--- src/copper_pkg.sv ---
// copper package: raster and memory sizes, opcodes, instruction union, pipeline structs
package copper_pkg;

    // raster geometry, kept tiny for fast simulation
    localparam int h_total  = 64;
    localparam int v_total  = 24;
    localparam int raster_w = 10;

    // program memory holds 256 instructions of 32 bits
    localparam int cop_aw = 8;
    localparam int reg_aw = 12;

    // opcode lives in the top nibble of every instruction
    localparam logic [3:0] op_wait = 4'd0;
    localparam logic [3:0] op_move = 4'd1;
    localparam logic [3:0] op_end  = 4'd3;

    typedef logic [15:0] word_t;

    // wait view: raster target
    typedef struct packed {
        logic [3:0]          opcode;
        logic [1:0]          rsvd_hi;
        logic [raster_w-1:0] v_pos;
        logic [5:0]          rsvd_lo;
        logic [raster_w-1:0] h_pos;
    } cop_wait_t;

    // move view: register address and value
    typedef struct packed {
        logic [3:0]        opcode;
        logic [reg_aw-1:0] reg_addr;
        word_t             data;
    } cop_move_t;

    // bits 31..16 come from the even half, 15..0 from the odd half
    typedef union packed {
        cop_wait_t wait_s;
        cop_move_t move_s;
    } cop_instr_u;

    typedef struct packed {
        logic              valid;
        logic [cop_aw-1:0] pc;
        cop_instr_u        instr;
    } cop_fetch_t;

    typedef struct packed {
        logic [raster_w-1:0] h;
        logic [raster_w-1:0] v;
    } raster_t;

    typedef struct packed {
        logic [reg_aw-1:0] addr;
        word_t             data;
    } reg_wr_t;

endpackage

--- src/copper_mem.sv ---
// copper_mem: one 16-bit half of the copper program memory
`timescale 1ns/1ps

module copper_mem #(
    parameter bit odd_word = 1'b0
) (
    input  logic                         clk,
    input  logic                         wr_en_i,
    input  logic [copper_pkg::cop_aw-1:0] wr_addr_i,
    input  copper_pkg::word_t            wr_data_i,
    input  logic [copper_pkg::cop_aw-1:0] rd_addr_i,
    output copper_pkg::word_t            rd_data_o
);
    import copper_pkg::*;

    localparam int depth = 2 ** cop_aw;

    // even half carries the opcode, so an END there makes every slot halt
    localparam word_t fill_word = odd_word ? 16'h0000 : {op_end, 12'h000};

    word_t mem [depth];

    initial begin
        for (int i = 0; i < depth; i++) begin
            mem[i] = fill_word;
        end
    end

    // host write port
    always_ff @(posedge clk) begin
        if (wr_en_i) begin
            mem[wr_addr_i] <= wr_data_i;
        end
    end

    // registered read, data valid one cycle after the address
    always_ff @(posedge clk) begin
        rd_data_o <= mem[rd_addr_i];
    end

endmodule

--- config.mk ---
export PLATFORM = sky130hd
export DESIGN_NAME = copper_mem
export DESIGN_NICKNAME = d
export VERILOG_FILES = /design/src/copper_pkg.sv /design/src/copper_mem.sv
export SDC_FILE = /design/constraint.sdc
export NUM_CORES = 2
export LEC_CHECK = 0
export BUFFER_PORTS_ARGS = -buffer_cell sky130_fd_sc_hd__buf_2
export CORE_UTILIZATION = 50
export DETAILED_ROUTE_END_ITERATION = 7
export MAX_ROUTING_LAYER = met4
export PLACE_DENSITY_LB_ADDON = 0.1
export SLEW_MARGIN = 20
export SYNTH_ARGS = -nofsm -noshare
export SYNTH_HDL_FRONTEND = slang
export SYNTH_SLANG_ARGS = --single-unit
--- constraint.sdc ---
create_clock -name clk -period 7.05 [get_ports clk]
set_input_delay 1.7625 -clock clk [delete_from_list [all_inputs] [get_ports clk]]
set_output_delay 1.7625 -clock clk [all_outputs]
set_load 0.005 [all_outputs]
======== Yosys cells after proc, flatten, opt, wreduce, memory -nomap -nowiden ========
Memories as Yosys holds them, arrays and structs flattened. A register that Yosys moved wholly into a read port is not among the register bits.
Index checks and enable logic that the tools add are counted.
storage, ports and cells
  word-level logic and storage cells ...... 3
  register bits after elaboration ......... 0
  memory bits (writable) .................. 4,096
  memories ................................ 1
cells by class
  multiplexer cells ....................... 2
memories
  name  depth  bits a word  rd ports  clocked after Yosys merged registers in  write ports  line              source
  mem   256    16           1         1                                        1            copper_mem.sv:21  word_t mem [depth];
operators by type and width
  cell               number
  two-way mux 1 bit  2

======== Depth between registers and ports, before layout ========
  depth after elaboration ................. 2
  gate-level depth with buffers ........... 12
  gate-level depth less buffers ........... 6

======== Least setup slack after synthesis ========
No wires, ideal clock.
  path type ............................... input-to-reg
  start point ............................. in wr_addr_i[3] in the netlist's numbering
  end point ............................... mem mem[235][0] in the netlist's numbering, enable pin
  stages .................................. 6
  arrival time ............................ 3,539 ps
  slack ................................... 3,122 ps
  required time ........................... 6,662 ps
  library setup time ...................... 388 ps
  cell sequence ........................... clkbuf_1 > nor2b_1 > clkbuf_1 > nand4_1 > clkbuf_1 > nor2_1
RTL lines
  item             line              source
  start, declared  copper_mem.sv:9   input logic [copper_pkg::cop_aw-1:0] wr_addr_i,
  end, declared    copper_mem.sv:21
Straight into the memory's write port.

==> summary.txt <==
Route
  • DRT Wirelength: around 430000 um
  • DR iter-0 viols: 10806
  • Vias/cell: between 6 and 7
  • Routed length on met3: about 38000 um
  • Vias: 79261
  • Routed wl met2: a little over 200000 um
  • Met1 wire length: 182000 um
  • Antenna-violating nets left: 0
  • Residual DRC: 0
  • TritonRoute pass-1 iters: 6
  • Top sig layer: met4
  • Wire per inst: approximately 35 um

Worst setup path
  • CP required: roughly 7.8 ns
  • Setup CP Type: in -> reg
  • Worst setup EP type: register
  • Critical Path Start Type: input pin
  • WP data arrival: between 5 and 6 ns
  • Crit path max fanout: 87

Flow run
  • Max-Cap Viols: 0

Hold path
  • HP Class: reg -> reg

CTS
  • Post-CTS Setup Bufs: 0
  • CTS tree: done
  • Longest Clk Path Bufs: 4
  • CTS root buffer: clkbuf_16
  • Clk slew on worst S/H paths: 0.06 ns
  • Post-cts hold buffer count: 0
  • Cts repair resizes: 0
  • CTS H-Tree Depth: 5
  • Clock Latency Late Sink: ~0.95 ns
  • CTS Buf Count: around 420
  • CTS Sinks: ~4000

STA
  • Fin. Hold Viols: 0
  • RSZ-0062 raised after global routing: no
  • Worst hold slack: between 1 and 1.5 ns
  • Slew HR: approximately 16%
  • Min cycle time layout: approximately 5.0 ns
  • Skew final: approximately 0.037 ns
  • Setup violators final: 0
  • Final Slew Violations: 0
  • Final period utilization: between 70 and 80%
  • Slew @ Worst Pin: 1.26 ns
  • Max Clk Rate: between 150 and 200 MHz
  • Setup TNS: 0 ns

Power and ir drop
  • Power density cells: 284 nW/um^2
  • Total power: slightly above 0.05 W
  • Leak pwr: 56.6 nW
  • Maximum VDD drop: 0.000205 V

Floorplan
  • Die Height: 565 um
  • Core area: approximately 320000 sq um
  • # rows: roughly 210
  • Die Span X: between 500 and 600 um
  • Io pins: 50
  • Initial Util: 50.3%
  • Die area: between 300000 and 400000 sq um

Cells and area
  • Area of the multi-input gates: 33200 sq um
  • Storage cell area: approximately 120000 sq um
  • Share of cells above drive strength 1: 25.1%
  • Area Growth Syn to Fin: 12.8%
  • Finished Layout Cells: 12323
  • Fill count: 23225
  • Fin nets: roughly 7800

Placed design
  • Final weighted congestion in routability-driven placement: 0.858
  • IO buf count: 49
  • Cells after DPL: 11522
  • DP HPWL: roughly 250000 um

Synthesis
  • Syn Inst Count: 7360
  • Synth Register Bits: around 4100
  • Yosys top cell by area: edfxtp_1
  • Synth cell types: 52
  • Synth top area cells: edfxtp_1 77%, mux4_2 11%, mux2i_1 3.6%, o221ai_1 1.4%, nor2_1 0.72%
  • Netlist Area Pre-Place: 159000 sq um
  • Avg Inst Size Synth: between 20 and 25 sq um
  • Ys async rst share: 0%
  • Yosys warns: 0
  • Post-synth top area share: between 70 and 80%
  • Sequential element share of the synthesized area: 77.7%
  • Number of synthesized flops with an enable pin: 4096
  • Ys flop type: edfxtp_1
  • Syn nets: approximately 7400

Global routing
  • Initial antenna violation count: 29
  • GRT Util Overall: between 20% and 30%
  • Remaining Overflow, GRT: 0
  • First-pass GRT wire length: about 600000 um
  • Largest net degree at the start of global routing: around 210
  • Vias in the first global route: slightly below 80000

Status
  • Status: complete, no violations
logic make-up after synthesis:
logic type,count (synthesis),share of synthesized area (%)
AO/OA/AOI/OAI,786,3.54
flip-flops,4112,77.7
buffers and inverters,456,1.69
multiplexers,1450,15.5
AND/OR/NAND/NOR,556,1.57
path summary, 6_finish.rpt:
path	slack, ns	endpoint	cells past startpoint	from
worst max-delay path	2.01	rd_data_o[12]$_DFF_P_	8	rd_addr_i[1]
worst min-delay path	1.12	rd_data_o[10]$_DFF_P_	6	mem[216][10]$_DFFE_PP_
worst max register to register	3.62	rd_data_o[12]$_DFF_P_	6	mem[3][12]$_DFFE_PP_
worst min register to register	1.12	rd_data_o[10]$_DFF_P_	6	mem[216][10]$_DFFE_PP_
through the flow:
stage / setup slack [ns] / cell area [sq um] / util, %
4_1_cts: 2.23 / 179000 / 56.8
2_1_floorplan: 3.12 / 159000 / -
6_report: 2.01 / 179000 / 56.8
5_1_grt: 2.23 / 179000 / 56.8
3_5_place_dp: 1.19 / 166000 / 52.6
3_3_place_gp: 1.11 / 166000 / 52.6
layout make-up:
class,count,area share [%]
diodes,16,0.0224
clock buffers,552,6.29
well taps,4160,2.91
flip-flops and latches,4112,68.9
inverters,4,0.0154
multi-input cells,2792,18.5
repair buffers,455,2.32
clock inverters,232,1.05
worst max-delay path, cell delays in order:
cell	delay [ns]
buf_8	0.51
buf_12	0.48
mux4_2	0.43
mux2_2	0.31
a22oi_1	0.63
nand2_1	0.28
o32ai_1	1.03
nor4_1	0.15
synth_stat cells, drive strengths merged, types with 28 or more instances:
cell type / number
a21oi: 175
a221oi: 28
a22o: 32
a22oi: 43
buf: 222
clkbuf: 230
edfxtp: 4096
mux2: 88
mux2i: 565
mux4: 797
nand2: 38
nand3: 35
nor2: 304
nor3: 92
o21ai: 38
o221ai: 253
o22ai: 148
flip-flops by register name (all words and copies together) (netlist names):
signal and count:
mem 4096, rd_data_o 16
layout by cell type (no fill, tap or decap), drive strengths merged, types with 148 or more instances in the layout:
cell and instances:
o22ai 148, clkbuf 553, nor2 304, mux4 797
edfxtp 4096, o221ai 253, a21oi 175, mux2i 565
buf 454, clkinv 187
metal layers:
layer,up-vias,global-route usage (%)
met5,-,-
met4,0,6.71
met2,3684,41.8
li1,32242,-
met3,552,4.62
met1,42783,40.3
power by group:
group          leakage [nW]  switching [W]  internal, W
sequential             36.9      0.0000539       0.0270
combinational          13.2        0.00171     0.000845
clock                  6.42        0.00927       0.0121
Power figures use the tool's default switching activity.
