--- src/copper_pkg.sv ---
// copper package: raster and memory sizes, opcodes, instruction union, pipeline structs
package copper_pkg;

    // raster geometry, kept tiny for fast simulation
    localparam int h_total  = 64;
    localparam int v_total  = 24;
    localparam int raster_w = 10;

    // program memory holds 256 instructions of 32 bits
    localparam int cop_aw = 8;
    localparam int reg_aw = 12;

    // opcode lives in the top nibble of every instruction
    localparam logic [3:0] op_wait = 4'd0;
    localparam logic [3:0] op_move = 4'd1;
    localparam logic [3:0] op_end  = 4'd3;

    typedef logic [15:0] word_t;

    // wait view: raster target
    typedef struct packed {
        logic [3:0]          opcode;
        logic [1:0]          rsvd_hi;
        logic [raster_w-1:0] v_pos;
        logic [5:0]          rsvd_lo;
        logic [raster_w-1:0] h_pos;
    } cop_wait_t;

    // move view: register address and value
    typedef struct packed {
        logic [3:0]        opcode;
        logic [reg_aw-1:0] reg_addr;
        word_t             data;
    } cop_move_t;

    // bits 31..16 come from the even half, 15..0 from the odd half
    typedef union packed {
        cop_wait_t wait_s;
        cop_move_t move_s;
    } cop_instr_u;

    typedef struct packed {
        logic              valid;
        logic [cop_aw-1:0] pc;
        cop_instr_u        instr;
    } cop_fetch_t;

    typedef struct packed {
        logic [raster_w-1:0] h;
        logic [raster_w-1:0] v;
    } raster_t;

    typedef struct packed {
        logic [reg_aw-1:0] addr;
        word_t             data;
    } reg_wr_t;

endpackage

--- src/raster_timing.sv ---
// raster_timing: horizontal and vertical beam counters with frame start pulse
`timescale 1ns/1ps

module raster_timing (
    input  logic                clk,
    input  logic                rst_i,
    output copper_pkg::raster_t pos_o,
    output logic                frame_start_o
);
    import copper_pkg::*;

    localparam logic [raster_w-1:0] h_last = raster_w'(h_total - 1);
    localparam logic [raster_w-1:0] v_last = raster_w'(v_total - 1);

    logic [raster_w-1:0] h_q;
    logic [raster_w-1:0] v_q;

    always_ff @(posedge clk) begin
        if (rst_i) begin
            h_q <= '0;
            v_q <= '0;
        end else if (h_q == h_last) begin
            h_q <= '0;
            // end of line, step to the next one or wrap the frame
            if (v_q == v_last) begin
                v_q <= '0;
            end else begin
                v_q <= v_q + 1'b1;
            end
        end else begin
            h_q <= h_q + 1'b1;
        end
    end

    always_comb begin
        pos_o.h = h_q;
        pos_o.v = v_q;
    end

    // high for exactly the one cycle spent at (0,0)
    assign frame_start_o = (h_q == '0) && (v_q == '0);

endmodule

--- config.mk ---
export PLATFORM = sky130hd
export DESIGN_NAME = raster_timing
export DESIGN_NICKNAME = d
export VERILOG_FILES = /design/src/copper_pkg.sv /design/src/raster_timing.sv
export SDC_FILE = /design/constraint.sdc
export NUM_CORES = 1
export LEC_CHECK = 0
export BUFFER_PORTS_ARGS = -buffer_cell sky130_fd_sc_hd__buf_2
export CORE_MARGIN = 5
export CORE_UTILIZATION = 51
export DETAILED_ROUTE_END_ITERATION = 12
export PLACE_DENSITY = 0.84
export SYNTH_ARGS = -nofsm -noshare
export SYNTH_HDL_FRONTEND = slang
export SYNTH_SLANG_ARGS = --single-unit
--- constraint.sdc ---
create_clock -name clk -period 2.9 [get_ports clk]
set_input_delay 0.58 -clock clk [delete_from_list [all_inputs] [get_ports clk]]
set_output_delay 0.58 -clock clk [all_outputs]
set_load 0.1 [all_outputs]
**After elaboration in Yosys (flattened, before gate mapping)**

Index checks and enable logic that the tools add are counted.

- Memories: 0
- Bits in latches: 0
- Logic and storage cells: 11
- RAM bits: 0
- ROM bits: 0
- Output and inout bits: 21
- Bits in registers: 20

- Shift-type cells: 0
- Add/subtract/negate cells: 2
- Divide/modulo/power cells: 0
- Order comparisons: 0
- Reductions and logical operators: 4
- Bitwise operators: 0
- $mul: 0
- Mux-type cells: 1
- Equal/unequal tests: 2

Operators with widths:

| operator | number |
|---|---|
| $add 10x1->10 const B | 2 |
| $logic_not 10->1 | 2 |
| $eq 10x5->1 const B | 1 |
| $eq 10x6->1 const B | 1 |
| $mux 10 | 1 |
| $reduce_or 2->1 | 1 |
| $logic_and 1x1->1 | 1 |

**Logic depth before layout (Yosys ltp)**

- Depth after elaboration: 2
- Mapped depth: 6
- Depth with buffers taken out: 5

**Worst setup path before layout**

Ideal clock, no wire load.

- Kind: register -> output
- Start: reg h_q[6]
- End: out frame_start_o
- Arrival: 2.466 ns
- Cell stages (with the launch flop): 5
- Path slack: -0.146 ns
- Cells stage by stage: dfxtp_1 > or4_1 > buf_2 > nor4_1 > and4_1

- Longest elaborated chain between the ends: 2

RTL lines:

| item | RTL line | source |
|---|---|---|
| start, declared | raster_timing.sv:15 | `logic [raster_w-1:0] h_q;` |
| start signal, assigned | raster_timing.sv:31 | `h_q <= h_q + 1'b1;` |
| $logic_not 10->1 | raster_timing.sv:41 | `assign frame_start_o = (h_q == '0) && (v_q == '0);` |
| $logic_and 1x1->1 | raster_timing.sv:41 |  |
| end, declared | raster_timing.sv:8 | `output logic frame_start_o` |

Every way passes these cells.

**Worst setup path in the final report**

Same ends and word-level chain as after synthesis.

==> out/summary.txt <==
critical-path cell list = or4_1 -> nor4_1 -> and4_2 -> clkbuf_4
via count = 902
layout cells sized above 1 = 21.2%
Synth Register Bits = 20
crit path kind = flop to primary output
Hold WC Path Type = flop to flop
largest net degree at the start of global routing = 16
Max Fclk = 366 MHz
CP endpoint kind = primary output
Fin Clk Skew = 0.00709 ns
Reg2Reg Launch Point = h_q[6]
fraction of registers with async set/reset = 0%
Cell Int Power = 431 uW
cts bufs inserted = 3
WL final = 2200 um
clock power share = 39.7%
fillcell total = 173
DR iter-0 viols = 8
Skew-Pair Late Insertion Delay = 0.31 ns
Post-synth EDFFs = 0
top cell type's share of synthesized area = 41.6%
critical path's top delay family = simple AND/OR/NAND/NOR gates
Final Power = 582 uW
average size of a mapped cell = 8.51 um^2
DRC viols = 0
combinational share of power = 11.7%
Root Buffer = clkbuf_4
TritonCTS clock tree = done
Die Wd = 53.4 um
Final min period = 2.74 ns
dpl ws = 0.415 ns
die area = 2860 um^2
design area = 1150 um^2
area leader, netlist = dfxtp_1
first-pass GRT wire length = 3770 um
RSZ-0062 raised after global routing = no
Netlist cell types = 24
synthesized instance count = 113
final global-route overflow total = 0
final hold violations = 0
Synth Warn # = 0
Placed Instance Area = 1090 um^2
LEAKAGE = 0.000453 uW
Commonest cells post-synth = dfxtp_1 (20), nand2_1 (11), nor2_1 (11)
PortBufs = 22
CP required = 2.32 ns
Antenna Nets Post-Route = 0
hold_sp = v_q[0]
Initial Util = 54.5%
vias in the first global route = 812
status = finished, final reports clean
Clock transition at path regs = 0.12 ns
Seq/Total Area, Yosys = 41.6%
Layout area overhead = 19.2%
most area-consuming cells after synthesis = dfxtp_1 (42%), xnor2_1 (7.3%), ha_1 (5.2%)
post-CTS setup buffers = 0
Final WS setup = 0.164 ns
Final Max Slew Viols = 0
gpl congestion = 0.834
io pins = 23
Antenna diodes = 0
VDD IR max = 0.000294 V
cell with the most instances after synthesis = dfxtp_1
clock buffer depth = 2
final net count = 144
clock sink count = 20
CP arrival = 2.16 ns
startpoint types = flop
final setup fails = 0
Syn Std Cell Area = 962 um^2
via/cell ratio = 5.57
pin slew with the least headroom to its limit = 0.490 ns
Crit Path Max Fanout = 6
fin crit share = 94.3%
Switch Pwr = 151 uW
max incr delay on CP = 0.63 ns
total track usage = 18.5%
number of H-tree levels = 1
initial antenna violation count = 0
Mapped Nets = 119
Setup TNS Final = 0 ns
Die Height = 53.4 um
# rows = 15
Top FF cell, synth = dfxtp_1
1st-pass router iterations = 4
Detailed Place HPWL = 1620 um
DR WL/cell = 13.6 um
PD cells = 507 nW/um^2
Switching Share = 25.9%
sequential share of power = 48.6%
Slew HR = 67.5%
CP Launch Point = h_q[6]
crit path buf inv count = 1
slowest CP cell = or4_1
Core ar. = 1760 um^2
max-cap viol count = 0
-- state kept, by name, summed over array words and instances, names as in the netlist --
signal  cells
v_q        10
h_q        10
-- cell usage in the layout, fill, tap and decap left out --
cell type and instances:
buf_2 21, dfxtp_1 20, nor2_1 11, nand2_1 11, nand3_1 10, nor3_1 9
xnor2_1 8, nor4_1 6, a21oi_1 6, inv_1 5, or4_1 5, ha_1 4
clkbuf_4 4, xor2_1 3, o31ai_1 3, and4_2 1, nor3b_1 1, or3_4 1
and4_1 1, and3_1 1, o21bai_1 1, mux2i_1 1, o21ai_0 1, or3_1 1
bufinv_16 1, buf_4 1
-- power by group through the flow --
stage          Sequential (uW)  Clock [uW]  Combinational (uW)
2_1_floorplan              314           0                31.1
3_3_place_gp               289           0                66.5
3_5_place_dp               289           0                67.1
4_1_cts                    283         237                67.2
5_1_grt                    284         249                71.0
6_report                   283         231                68.0
-- metrics by stage --
step,std cells,hold WS (ns),utilization (%)
floorplan,113,0.656,-
CTS,162,0.512,64.9
global placement,158,0.483,61.9
global route,162,0.562,65.0
finish,162,0.510,65.0
detailed placement,158,0.494,61.9
-- cell families (layout without fill, tap and decap cells) --
| family | Yosys count | in the layout | synth area share (%) |
|---|---|---|---|
| fa+ha+maj | 4 | 4 | 5.20 |
| mux | 1 | 1 | 1.04 |
| xor+xnor | 11 | 11 | 10.0 |
| compound gates | 11 | 11 | 6.76 |
| simple gates | 58 | 58 | 31.3 |
| buf+inv | 8 | 32 | 4.03 |
| flops | 20 | 20 | 41.6 |
-- worst reg2reg max path, delay by kind of cell (launching register included) --
kind,cells,cell delay [ns]
AOI/OAI and AO/OA,1,0.15
DFF,1,0.37
and+or+nand+nor,3,1.62
-- final timing paths --
kind	slack [ns]	depth (start not counted)	to
setup / recovery	0.16	4	frame_start_o
hold / removal	0.51	2	v_q[0]
setup reg to reg	0.69	4	v_q[5]
hold reg to reg	0.51	2	v_q[0]
-- routing by layer --
| metal | wire [um] | global-route usage (%) | up-vias |
|---|---|---|---|
| met4 | 44 | 10.2 | 0 |
| met1 | 936 | 20.8 | 422 |
| met5 | 0 | 0 | - |
| met3 | 133 | 4.23 | 4 |
| li1 | - | - | 451 |
| met2 | 1080 | 31.4 | 25 |
-- final cells by class --
type / count / area [um^2] / share of cell area, %
clock buffer: 3 / 22.5 / 1.96
multi-input combinational: 85 / 524 / 45.7
inverter: 5 / 18.8 / 1.64
clock inverter: 1 / 30.0 / 2.62
timing repair buffer: 23 / 120 / 10.5
tap: 25 / 31.3 / 2.73
sequential: 20 / 400 / 34.9
-- what timing repair did --
item                       in CTS  in global routing
hold buffers                    0                  0
setup endpoints to repair       0                  1
gates resized for setup         0                  1
No activity file was read; power rests on OpenSTA's default activity.
