--- src/copper_pkg.sv ---
// copper package: raster and memory sizes, opcodes, instruction union, pipeline structs
package copper_pkg;

    // raster geometry, kept tiny for fast simulation
    localparam int h_total  = 64;
    localparam int v_total  = 24;
    localparam int raster_w = 10;

    // program memory holds 256 instructions of 32 bits
    localparam int cop_aw = 8;
    localparam int reg_aw = 12;

    // opcode lives in the top nibble of every instruction
    localparam logic [3:0] op_wait = 4'd0;
    localparam logic [3:0] op_move = 4'd1;
    localparam logic [3:0] op_end  = 4'd3;

    typedef logic [15:0] word_t;

    // wait view: raster target
    typedef struct packed {
        logic [3:0]          opcode;
        logic [1:0]          rsvd_hi;
        logic [raster_w-1:0] v_pos;
        logic [5:0]          rsvd_lo;
        logic [raster_w-1:0] h_pos;
    } cop_wait_t;

    // move view: register address and value
    typedef struct packed {
        logic [3:0]        opcode;
        logic [reg_aw-1:0] reg_addr;
        word_t             data;
    } cop_move_t;

    // bits 31..16 come from the even half, 15..0 from the odd half
    typedef union packed {
        cop_wait_t wait_s;
        cop_move_t move_s;
    } cop_instr_u;

    typedef struct packed {
        logic              valid;
        logic [cop_aw-1:0] pc;
        cop_instr_u        instr;
    } cop_fetch_t;

    typedef struct packed {
        logic [raster_w-1:0] h;
        logic [raster_w-1:0] v;
    } raster_t;

    typedef struct packed {
        logic [reg_aw-1:0] addr;
        word_t             data;
    } reg_wr_t;

endpackage

--- src/copper_exec.sv ---
// copper_exec: instruction decode, WAIT compare, MOVE register write and END halt
`timescale 1ns/1ps

module copper_exec (
    input  logic                   clk,
    input  logic                   rst_i,
    input  copper_pkg::cop_fetch_t fetch_i,
    input  copper_pkg::raster_t    pos_i,
    input  logic                   frame_start_i,
    output logic                   stall_o,
    output logic                   reg_wr_o,
    output copper_pkg::reg_wr_t    reg_o
);
    import copper_pkg::*;

    logic      halted_q;
    cop_wait_t wait_view;
    cop_move_t move_view;
    logic      live;
    logic      is_wait;
    logic      is_move;
    logic      is_end;
    logic      reached;
    logic      retire_move;

    always_comb begin
        wait_view = fetch_i.instr.wait_s;
        move_view = fetch_i.instr.move_s;

        // nothing executes once halted
        live    = fetch_i.valid && !halted_q;
        is_wait = live && (wait_view.opcode == op_wait);
        is_move = live && (move_view.opcode == op_move);
        // unknown opcodes halt like END
        is_end  = live && !is_wait && !is_move;

        // line first, then pixel within the target line
        reached = (pos_i.v > wait_view.v_pos) ||
                  ((pos_i.v == wait_view.v_pos) && (pos_i.h >= wait_view.h_pos));

        retire_move = is_move && !frame_start_i;
    end

    assign stall_o = halted_q || is_end || (is_wait && !reached);

    always_ff @(posedge clk) begin
        if (rst_i) begin
            halted_q <= 1'b0;
        end else if (frame_start_i) begin
            halted_q <= 1'b0;
        end else if (is_end) begin
            halted_q <= 1'b1;
        end
    end

    always_ff @(posedge clk) begin
        if (rst_i) begin
            reg_wr_o <= 1'b0;
        end else begin
            reg_wr_o <= retire_move;
        end
    end

    // write payload only changes alongside a strobe
    always_ff @(posedge clk) begin
        if (retire_move) begin
            reg_o.addr <= move_view.reg_addr;
            reg_o.data <= move_view.data;
        end
    end

endmodule

--- config.mk ---
export PLATFORM = sky130hd
export DESIGN_NAME = copper_exec
export DESIGN_NICKNAME = d
export VERILOG_FILES = /design/src/copper_pkg.sv /design/src/copper_exec.sv
export SDC_FILE = /design/constraint.sdc
export NUM_CORES = 1
export LEC_CHECK = 0
export BUFFER_PORTS_ARGS = -buffer_cell sky130_fd_sc_hd__buf_2
export CAP_MARGIN = 10
export CORE_MARGIN = 4
export CORE_UTILIZATION = 37
export CTS_CLUSTER_DIAMETER = 100
export CTS_CLUSTER_SIZE = 16
export DETAILED_ROUTE_END_ITERATION = 10
export PLACE_DENSITY = 0.75
export RECOVER_POWER = 25
export SETUP_SLACK_MARGIN = 0.4
export SYNTH_ARGS = -nofsm -noshare
export SYNTH_HDL_FRONTEND = slang
export SYNTH_SLANG_ARGS = --single-unit
--- constraint.sdc ---
create_clock -name clk -period 4.4 [get_ports clk]
set_clock_uncertainty 0.1 [all_clocks]
set_input_delay 0.22 -clock clk [delete_from_list [all_inputs] [get_ports clk]]
set_output_delay 0.22 -clock clk [all_outputs]
set_load 0.02 [all_outputs]
Yosys cells after proc, flatten, opt, wreduce, memory -nomap -nowiden. Index checks and enable logic that the tools add are counted.

Register bits after elaboration: 30. Output and inout port bits: 30.

Eq/ne operators: 2. $lt $le $gt $ge: 2. Reduce and logical (&&, ||, !) cells: 18.

Operators by type and width (count): $eq 10x10->1 (1); $ge 10x10->1 (1); $gt 10x10->1 (1); $logic_and 1x1->1 (8); $logic_not 1->1 (5); $eq 4x1->1 const B (1); $logic_not 4->1 (1); $logic_or 1x1->1 (3); $reduce_or 2->1 (1).

Longest topological paths before layout.
Word-level depth: 8. Mapped depth: 7. Depth with buffers taken out: 7.

Worst setup path before layout. Ideal clock, no wire load.

Path type: in2reg. Start point: input fetch_i[31] (netlist bit). End point: register reg_o[0] (netlist bit), enable pin. Cell stages on the path: 2. Library setup time: 0.496 ns. Arrival: 3.649 ns. Path slack: 0.155 ns. Path buffers: 0. Data required time: 3.804 ns. Cells stage by stage: or3_4 nor4b_1.

Longest elaborated chain between the ends: 3.

Ends and longest elaborated chain: start, declared (RTL line copper_exec.sv:7) `input copper_pkg::cop_fetch_t fetch_i,`; $eq 4x1->1 (RTL line copper_exec.sv:33) `is_move = live && (move_view.opcode == op_move);`; $logic_and 1x1->1 (RTL line copper_exec.sv:33); $logic_and 1x1->1 (RTL line copper_exec.sv:41) `retire_move = is_move && !frame_start_i;`; via retire_move (RTL line copper_exec.sv:24) `logic retire_move;`; end, declared (RTL line copper_exec.sv:12) `output copper_pkg::reg_wr_t reg_o`.

The timed path passes the listed nets, and every way through them passes these cells. A chain may end at the register's enable or synchronous reset.

Worst setup path after layout.
Start point: input fetch_i[23] (netlist bit). End point: output stall_o.

Longest elaborated chain between the ends: 6. Elaborated cells on any way between the ends: 7. Classes of those cells: order compare (1); eq/ne (1); reduce/logical (5).

Ends and longest elaborated chain: parallel branches: the longest is 2 deep, another holds $gt 10x10->1; $logic_or 1x1->1 (*) (RTL line copper_exec.sv:38) `reached = (pos_i.v > wait_view.v_pos) ||`; $logic_not 1->1 (*) (RTL line copper_exec.sv:44) `assign stall_o = halted_q || is_end || (is_wait && !reached);`; $logic_and 1x1->1 (*) (RTL line copper_exec.sv:44); $logic_or 1x1->1 (*) (RTL line copper_exec.sv:44); end, declared (RTL line copper_exec.sv:10) `output logic stall_o,`.

Every way passes the cells marked *.

==> flow_metrics.tcl <==
set metrics [dict create \
    outcome "finished, final reports clean" \
    drt-total-wl_um 3210 \
    ant_nets 0 \
    hold_class "input pin to flop" \
    track_usage_pct 13.6 \
    pin_count 94 \
    syn_nets 189 \
    path_clk_slew_ps 60 \
    die-area_um2 4920 \
    ctsHoldBuffers 0 \
    clockBufferDepth 2 \
    viasPerCell 4.50 \
    clock.fmax_mhz 475 \
    relSlewSlack_pct 41.1 \
    cts_tree "done" \
    setup_violations 0 \
    cts_max_level 2 \
    dp_hpwl_um 2780 \
    startpoint_type "input pin" \
    peakVddDrop_mv 0.120 \
    vias 1106 \
    hold_ws_ps 15.7 \
    avgSynthCellArea_um2 13.6 \
    hold_viol_final 0 \
    arrival_ps 1780 \
    die_h_um 70.1 \
    synth.distinct_cells 23 \
    synth_warnings 0 \
    period_share_pct 47.8 \
    antenna_found_initial 0 \
    cap_violations 0 \
    port_buffers 85 \
    synth_area_um2 1430 \
    place.gp.congestion 0.711 \
    crit_fanout 2 \
    period_needed_ps 2100 \
    synth_top_area_cell "edfxtp_1" \
    firstDrtPassIters 4 \
    cts-buffers-inserted 5 \
    syn2layout_area_growth_pct 40.5 \
    rows 22 \
    core_region_area_um2 3690 \
    synth_edf_count 28 \
    die_w_um 70.1 \
    grt_pass1_wl_um 5150 \
    yosys_most_used_dff "edfxtp_1" \
    slew_viol_final 0 \
    powerDensity_nw_per_um2 293 \
    initial_core_util_pct 38.7 \
    p_leak_nw 0.978 \
    drive_above_1_share_pct 45.5 \
    post_cts_buffers 0 \
    clk_latency_ps 270 \
    critPathRequiredTime_ps 4080 \
    grt_pass1_vias 1167 \
    crit_type "input pin to output pin" \
    antenna_cells 0 \
    wl_per_cell_um 13.1 \
    yosys_register_bits 30 \
    cts_num_sinks 30 \
    grt_max_degree 17 \
    fillers 343 \
    ys_seq_area_share_pct 61.6 \
    drc 0 \
    clockRootBuffer "clkbuf_8" \
    ctsResizeCount 0 \
    tns_ps 0 \
    grt-ovfl-total 0 \
    tightest_slew_ps 880 \
    synthArstFlopShare_pct 0 \
    synthTopCellsByArea "edfxtp_1 59%, ha_1 18%, inv_1 5.3%" \
    synth_top_cell_area_share_pct 58.8 \
    rsz0062_at_grt "false" \
    drt-initial-drc-count 6 \
    netlist_instances 105 \
    end_kind "output pin" \
    nets 282 \
]
[synth_stat cells (all sizes together) (2+ instances only)]
| master | n |
|---|---|
| a21o | 3 |
| a21oi | 8 |
| a31o | 2 |
| dfxtp | 2 |
| edfxtp | 28 |
| ha | 20 |
| inv | 20 |
| nand2b | 3 |
| nand4 | 4 |
| nor3 | 3 |
| or3 | 2 |
[sequential cells by signal, summed over array words and instances, names as in the netlist]
name      flops
reg_o        28
halted_q      1
reg_wr_o      1
[routing by layer]
layer	wire [um]	global-route usage (%)	up-vias	share of wire, %
li1	-	-	572	-
met1	1290	14.8	480	40
met2	1620	23.5	49	50
met3	242	3.74	5	7.5
met4	64	7.66	0	2.0
met5	0	0	-	0
[area by class of cell]
type	count	area [um2]	area share, %
Clock inverter	2	10.0	0.498
Sequential cell	30	881	43.9
Inverter	20	75.1	3.74
Tap cell	48	60.1	2.99
Clock buffer	5	68.8	3.43
Multi-Input combinational cell	55	488	24.3
Timing Repair Buffer	86	425	21.2
[cells by family (layout without fill, tap and decap cells)]
group           count (synthesis)  count (layout)  share of synthesized area (%)
simple gates                   18              18                           8.06
compound gates                 17              17                           7.53
fa+ha+maj                      20              20                           17.5
buf+inv                        20             113                           5.25
flops                          30              30                           61.6
[cell usage in the layout (no fill, tap or decap), drive strengths merged]
cell	instances
a211oi	1
a21o	3
a21oi	8
a31o	2
and3b	1
buf	80
clkbuf	11
clkinv	2
dfxtp	2
edfxtp	28
ha	20
inv	20
nand2b	3
nand3	1
nand4	4
nor2	1
nor2b	1
nor3	3
nor4	1
nor4b	1
o21ai	1
o22ai	1
o41ai	1
or3	2
[path summary, 6_finish.rpt]
check	startpoint	to	slack, ps	depth (start not counted)
max	fetch_i[23]	stall_o	2300	9
min reg2reg	halted_q	halted_q	430	2
max reg2reg	halted_q	reg_o[10]	2390	3
min	rst_i	reg_wr_o	20	2
[worst max-delay path: stages]
cell	delay, ps
buf_2	90
inv_1	30
ha_1	300
a211oi_1	230
o22ai_1	120
a31o_2	230
o41ai_1	260
a31o_1	140
buf_2	160
[metrics by stage]
step | util [%] | cell area [um2] | std cells | worst slack, ps | power (W)
global placement | 52.5 | 1940 | 239 | 2080 | 0.000394
floorplan | - | 1440 | 105 | 1570 | 0.000358
detailed placement | 52.5 | 1940 | 239 | 2060 | 0.000397
finish | 54.4 | 2010 | 246 | 2300 | 0.000588
CTS | 54.6 | 2020 | 246 | 2270 | 0.000599
global route | 54.4 | 2010 | 246 | 2160 | 0.000616
[report_power, final]
group          switching [W]  total [W]  internal (W)  leakage, nW
combinational      0.0000361  0.0000745     0.0000385        0.666
sequential       0.000000463   0.000314      0.000314        0.268
clock              0.0000935   0.000199      0.000106       0.0438
(Power assumes the default switching activity.)
