<file path="src/copper_pkg.sv">
// copper package: raster and memory sizes, opcodes, instruction union, pipeline structs
package copper_pkg;

    // raster geometry, kept tiny for fast simulation
    localparam int h_total  = 64;
    localparam int v_total  = 24;
    localparam int raster_w = 10;

    // program memory holds 256 instructions of 32 bits
    localparam int cop_aw = 8;
    localparam int reg_aw = 12;

    // opcode lives in the top nibble of every instruction
    localparam logic [3:0] op_wait = 4'd0;
    localparam logic [3:0] op_move = 4'd1;
    localparam logic [3:0] op_end  = 4'd3;

    typedef logic [15:0] word_t;

    // wait view: raster target
    typedef struct packed {
        logic [3:0]          opcode;
        logic [1:0]          rsvd_hi;
        logic [raster_w-1:0] v_pos;
        logic [5:0]          rsvd_lo;
        logic [raster_w-1:0] h_pos;
    } cop_wait_t;

    // move view: register address and value
    typedef struct packed {
        logic [3:0]        opcode;
        logic [reg_aw-1:0] reg_addr;
        word_t             data;
    } cop_move_t;

    // bits 31..16 come from the even half, 15..0 from the odd half
    typedef union packed {
        cop_wait_t wait_s;
        cop_move_t move_s;
    } cop_instr_u;

    typedef struct packed {
        logic              valid;
        logic [cop_aw-1:0] pc;
        cop_instr_u        instr;
    } cop_fetch_t;

    typedef struct packed {
        logic [raster_w-1:0] h;
        logic [raster_w-1:0] v;
    } raster_t;

    typedef struct packed {
        logic [reg_aw-1:0] addr;
        word_t             data;
    } reg_wr_t;

endpackage

</file>
<file path="src/copper_fetch.sv">
// copper_fetch: program counter, memory read address and fetched instruction
`timescale 1ns/1ps

module copper_fetch (
    input  logic                          clk,
    input  logic                          rst_i,
    input  logic                          en_i,
    input  logic                          frame_start_i,
    input  logic                          stall_i,
    output logic [copper_pkg::cop_aw-1:0] rd_addr_o,
    input  copper_pkg::word_t             even_i,
    input  copper_pkg::word_t             odd_i,
    output copper_pkg::cop_fetch_t        fetch_o
);
    import copper_pkg::*;

    // pc_q is the next address to read, rd_pc_q the one now at the memory output
    logic [cop_aw-1:0] pc_q;
    logic [cop_aw-1:0] rd_pc_q;
    logic              valid_q;
    logic              run_q;

    always_ff @(posedge clk) begin
        if (rst_i) begin
            pc_q    <= '0;
            rd_pc_q <= '0;
            valid_q <= 1'b0;
            run_q   <= 1'b0;
        end else if (!en_i) begin
            pc_q    <= '0;
            valid_q <= 1'b0;
            run_q   <= 1'b0;
        end else if (frame_start_i) begin
            // restart the program from address zero
            pc_q    <= '0;
            valid_q <= 1'b0;
            run_q   <= 1'b1;
        end else if (run_q && !stall_i) begin
            rd_pc_q <= pc_q;
            pc_q    <= pc_q + 1'b1;
            valid_q <= 1'b1;
        end
    end

    // re-read the held word while stalled so the memory output stays put
    assign rd_addr_o = stall_i ? rd_pc_q : pc_q;

    always_comb begin
        fetch_o.valid = valid_q;
        fetch_o.pc    = rd_pc_q;
        fetch_o.instr = cop_instr_u'({even_i, odd_i});
    end

endmodule

</file>
<file path="config.mk">
export PLATFORM = sky130hd
export DESIGN_NAME = copper_fetch
export DESIGN_NICKNAME = d
export VERILOG_FILES = /design/src/copper_pkg.sv /design/src/copper_fetch.sv
export SDC_FILE = /design/constraint.sdc
export NUM_CORES = 1
export LEC_CHECK = 0
export BUFFER_PORTS_ARGS = -buffer_cell sky130_fd_sc_hd__buf_2
export CAP_MARGIN = 20
export CORE_MARGIN = 2
export CORE_UTILIZATION = 38
export CTS_CLUSTER_SIZE = 14
export DETAILED_ROUTE_END_ITERATION = 16
export GPL_TIMING_DRIVEN = 0
export PLACE_DENSITY = 0.78
export SYNTH_ARGS = -nofsm -noshare
export SYNTH_HDL_FRONTEND = slang
export SYNTH_SLANG_ARGS = --single-unit
export TNS_END_PERCENT = 10
</file>
<file path="constraint.sdc">
create_clock -name clk -period 1.34 [get_ports clk]
set_input_delay 0.201 -clock clk [delete_from_list [all_inputs] [get_ports clk]]
set_output_delay 0.201 -clock clk [all_outputs]
set_load 0.02 [all_outputs]
</file>
== After elaboration in Yosys (flattened, before gate mapping) ==
Index checks and enable logic that the tools add are counted.

* Output and inout port bits: 49
* Input bits: 37
* Register bits after elaboration: 18
* Word-level logic and storage cells: 13

* Multiplexer cells: 1
* Reduce and logical (&&, ||, !) cells: 5
* $add $sub $neg: 1
* Bitwise gates (word level): 2

{| class="wikitable"
|+ Operators with widths
! operator !! count
|-
| $add A8 B1 Y8 const B || 1
|-
| $mux W8 || 1
|-
| $reduce_and A3 Y1 || 1
|-
| $reduce_or A3 Y1 || 1
|-
| $not A1 Y1 || 2
|-
| $reduce_or A2 Y1 || 1
|-
| $logic_and A1 B1 Y1 || 1
|-
| $logic_not A1 Y1 || 1
|}

== Depth between registers and ports, before layout ==
* Word-level depth: 3
* Gate-level depth with buffers: 4
* Mapped depth without buffers: 4

== Worst setup path after synthesis ==
Ideal clock, no wire load.

* Path kind: reg2reg
* From: register run_q
* To: register pc_q[6]
* Period minus slack after synthesis: 1.234 ns
* Path buffers: 1
* Setup slack: 0.106 ns
* Cell stages (with the launch flop): 5
* Setup time: 0.070 ns
* Data required time: 1.270 ns
* Arrival time: 1.165 ns
* Path through: dfxtp_1 > nand2b_1 > buf_6 > or4_1 > a21oi_1

* Word-level cells in the longest chain between the ends: 1

{| class="wikitable"
|+ RTL lines
! item !! line !! source
|-
| start, declared || copper_fetch.sv:21 || <nowiki>logic run_q;</nowiki>
|-
| start signal, assigned || copper_fetch.sv:28 || <nowiki>run_q <= 1'b0;</nowiki>
|-
| start signal, assigned || copper_fetch.sv:32 || <nowiki>run_q <= 1'b0;</nowiki>
|-
| start signal, assigned || copper_fetch.sv:37 || <nowiki>run_q <= 1'b1;</nowiki>
|-
| $logic_and A1 B1 Y1 || copper_fetch.sv:38 || <nowiki>end else if (run_q && !stall_i) begin</nowiki>
|-
| end signal, assigned || copper_fetch.sv:40 || <nowiki>pc_q <= pc_q + 1'b1;</nowiki>
|-
| end, declared || copper_fetch.sv:18 || <nowiki>logic [cop_aw-1:0] pc_q;</nowiki>
|}

No other way between the ends.
A chain may end at the register's enable or synchronous reset.

== Worst setup path after layout ==
* From: register pc_q[1]
* To: register pc_q[6]

* Word-level cells in the longest chain between the ends: 1

{| class="wikitable"
|+ RTL lines
! item !! line
|-
| $add A8 B1 Y8 || copper_fetch.sv:40
|}

No other way between the ends.

==> metrics <==
outcome=completed; Flop pwr share=0.486; post-synth cell types=24; YS warnings=0; fraction of registers with async set or reset after synthesis=0; worst-path fanout max=6; initial drt markers=3; Req. time, crit path=1580 ps; min Tclk post-route=1300 ps; global-route wire length before repair=3070 µm; Worst Hold Path EP=run_q; FF-to-FF End=pc_q[6]; R2R cell count=4; Final period util=0.970; routed wire length=2220 µm; DRT antenna net count=0; H-tree Lvls=1; hold crit path type=input pin to flop; clk slew on worst S/H paths=110 ps; pin count of the biggest net entering global routing=11; register area=375 µm²; top-area cell type share of the netlist area=0.339; synth top area cells=dfxtp_1 (34%), buf_4 (23%), mux2i_1 (8.5%), mux2_2 (7.4%), nor2_1 (4.2%); GR Util All Layers=0.118; n_diodes=0; Post-DP Area=0.00136 mm²; Remaining DRCs=0; Internal=810 µW; # rows=19; CTS tree=built; Max stage delay on crit path=440 ps; Fill cells=273; pwr dens=754 mW/mm²; final hold violation count=0; final setup skew=6.21 ps; antenna violations before repair=0; synthesized netlist cell count=117; Hold Startpoint=en_i; Post-synth top flop=dfxtp_1; Lkg Pwr=0.000712 µW; clock buffers created by TritonCTS=3; crit-path cells=ha_1 -> nand2_1 -> or4_4 -> a21oi_2; Seq cells post-synth=18; worst r2r src=pc_q[1]; Hold Path Depth=2; clock buffer depth=2; Worst EP arrival=1540 ps; GP Congestion=0.795; final setup vio count=0; Layout Nets=215; register-to-register setup slack=40 ps; WS Path Type=flop to flop; syn nets=155; Avg Inst Size Synth=9.08 µm²; Overflow after GRT=0; Final Cell Area=0.00146 mm²; I/O pin cnt=86; Synth area leader=dfxtp_1; P_sw=289 µW; Initial Utilization=0.392; CTS Sinks=18; Max-Slew Margin vs Limit=0.698; most frequent cell after synthesis=buf_4; vias post-DR=968; Switching Share=0.263; f_max=770 MHz; Multi-input gate area=433 µm²; Synth top cells by count=buf_4 (33), dfxtp_1 (18), nor2_1 (12); crit start category=flop; Seq/Total Area, Yosys=0.339; fraction of layout instances using a drive strength above 1=0.648; final worst slack=40.5 ps; post-DP HPWL=1600 µm; Die Area=0.00323 mm²; Clk Latency, worst-skew pair=300 ps; slowest CP cell=or4_4; combinational share of power=0.205; peak supply drop=0.635 mV; Root Buffer=clkbuf_4; Post-Syn Area=0.00106 mm²; number of global-route vias before repair=730; total power draw=1100 µW; Core ar.=0.00271 mm²; Detailed Routing Iterations Pass 1=4; DR WL/cell=10.7 µm; Max Slew Vio Count=0; Die H=56.9 µm; Worst-Margin Slew=453 ps; Clock Power Share=0.309; area grow syn2layout=37.1%; fin util=0.537; Worst Setup End Kind=flop; Max Cap Viol=0; Post-CTS Hold Fix Bufs=0; Place WS=-177 ps; Post-synth EDFFs=0; drt via density=4.68; die width=56.9 µm; Port-buffer cells=52
## state kept, by name, indices dropped and copies added, names as in the netlist
signal,count
valid_q,1
pc_q,8
rd_pc_q,8
run_q,1
## worst max-delay path, delay by kind of cell, from the launching register on
kind / cells / cell delay [ps]
AOI/OAI and AO/OA: 1 / 140
adders and majority gates: 1 / 160
DFF: 1 / 390
and+or+nand+nor: 2 / 550
## cell families (layout without fill, tap and decap cells)
logic type	after synthesis	after routing	synth area share
AND/OR/NAND/NOR	28	28	0.143
buffers and inverters	40	99	0.267
adder cells (fa/ha/maj)	1	1	0.0118
XOR/XNOR	2	2	0.0165
AO/OA/AOI/OAI	12	12	0.0636
flip-flops	18	18	0.339
multiplexers	16	16	0.159
## stage by stage
| step | hold slack (ps) | std cells | TNS (ps) |
|---|---|---|---|
| final | 159 | 207 | 0 |
| after detailed placement | 446 | 200 | -1220 |
| after floorplan | 366 | 117 | 0 |
| after CTS | 158 | 204 | 0 |
| after global placement | 440 | 200 | -1190 |
| after global routing | 152 | 207 | -39.2 |
## per-layer routing
| layer | GRT usage | wire (µm) | up-vias |
|---|---|---|---|
| li1 | - | - | 484 |
| met2 | 0.188 | 1030 | 61 |
| met5 | 0 | 0 | - |
| met4 | 0.0199 | 16 | 0 |
| met1 | 0.162 | 923 | 419 |
| met3 | 0.0346 | 251 | 4 |
## how the worst max path moves through the flow
stage / startpoint / endpoint / slack [ps] / depth (start not counted)
6_report: pc_q[1] / pc_q[6] / 40 / 4
5_1_grt: pc_q[0] / pc_q[6] / -40 / 4
2_1_floorplan: run_q / pc_q[6] / 110 / 4
4_1_cts: pc_q[1] / pc_q[6] / 7 / 4
3_3_place_gp: stall_i / rd_addr_o[3] / -170 / 4
3_5_place_dp: stall_i / rd_addr_o[5] / -180 / 4
## timing repair
action | CTS | global route
pin swaps | 0 | 0
buffers inserted | 0 | 3
gates resized for setup | 2 | 16
endpoints found under the setup margin | 8 | 20
## power groups by stage
stage	sequential, µW	combinational [µW]	clock, µW
floorplan	551	167	0
global placement	551	221	0
detailed placement	551	222	0
CTS	539	223	349
global route	535	238	377
finish	534	225	340
## layout by cell type, fill, tap and decap left out, types with 4 or more instances in the layout
| cell | synthesis | layout |
|---|---|---|
| buf_4 | 33 | 37 |
| mux2i_1 | 9 | 9 |
| mux2_2 | 7 | 7 |
| buf_2 | 2 | 53 |
| dfxtp_1 | 18 | 12 |
| clkbuf_4 | 0 | 4 |
| nor2_1 | 12 | 12 |
| a21oi_1 | 6 | 4 |
## layout make-up
| type | instances | share of cell area |
|---|---|---|
| buffer | 38 | 0.194 |
| clock buffer | 4 | 0.0249 |
| inverter | 2 | 0.00515 |
| multi-input combinational | 59 | 0.297 |
| sequential | 18 | 0.258 |
| tap | 31 | 0.0266 |
| timing repair buffer | 55 | 0.194 |
Power figures use the tool's default switching activity.
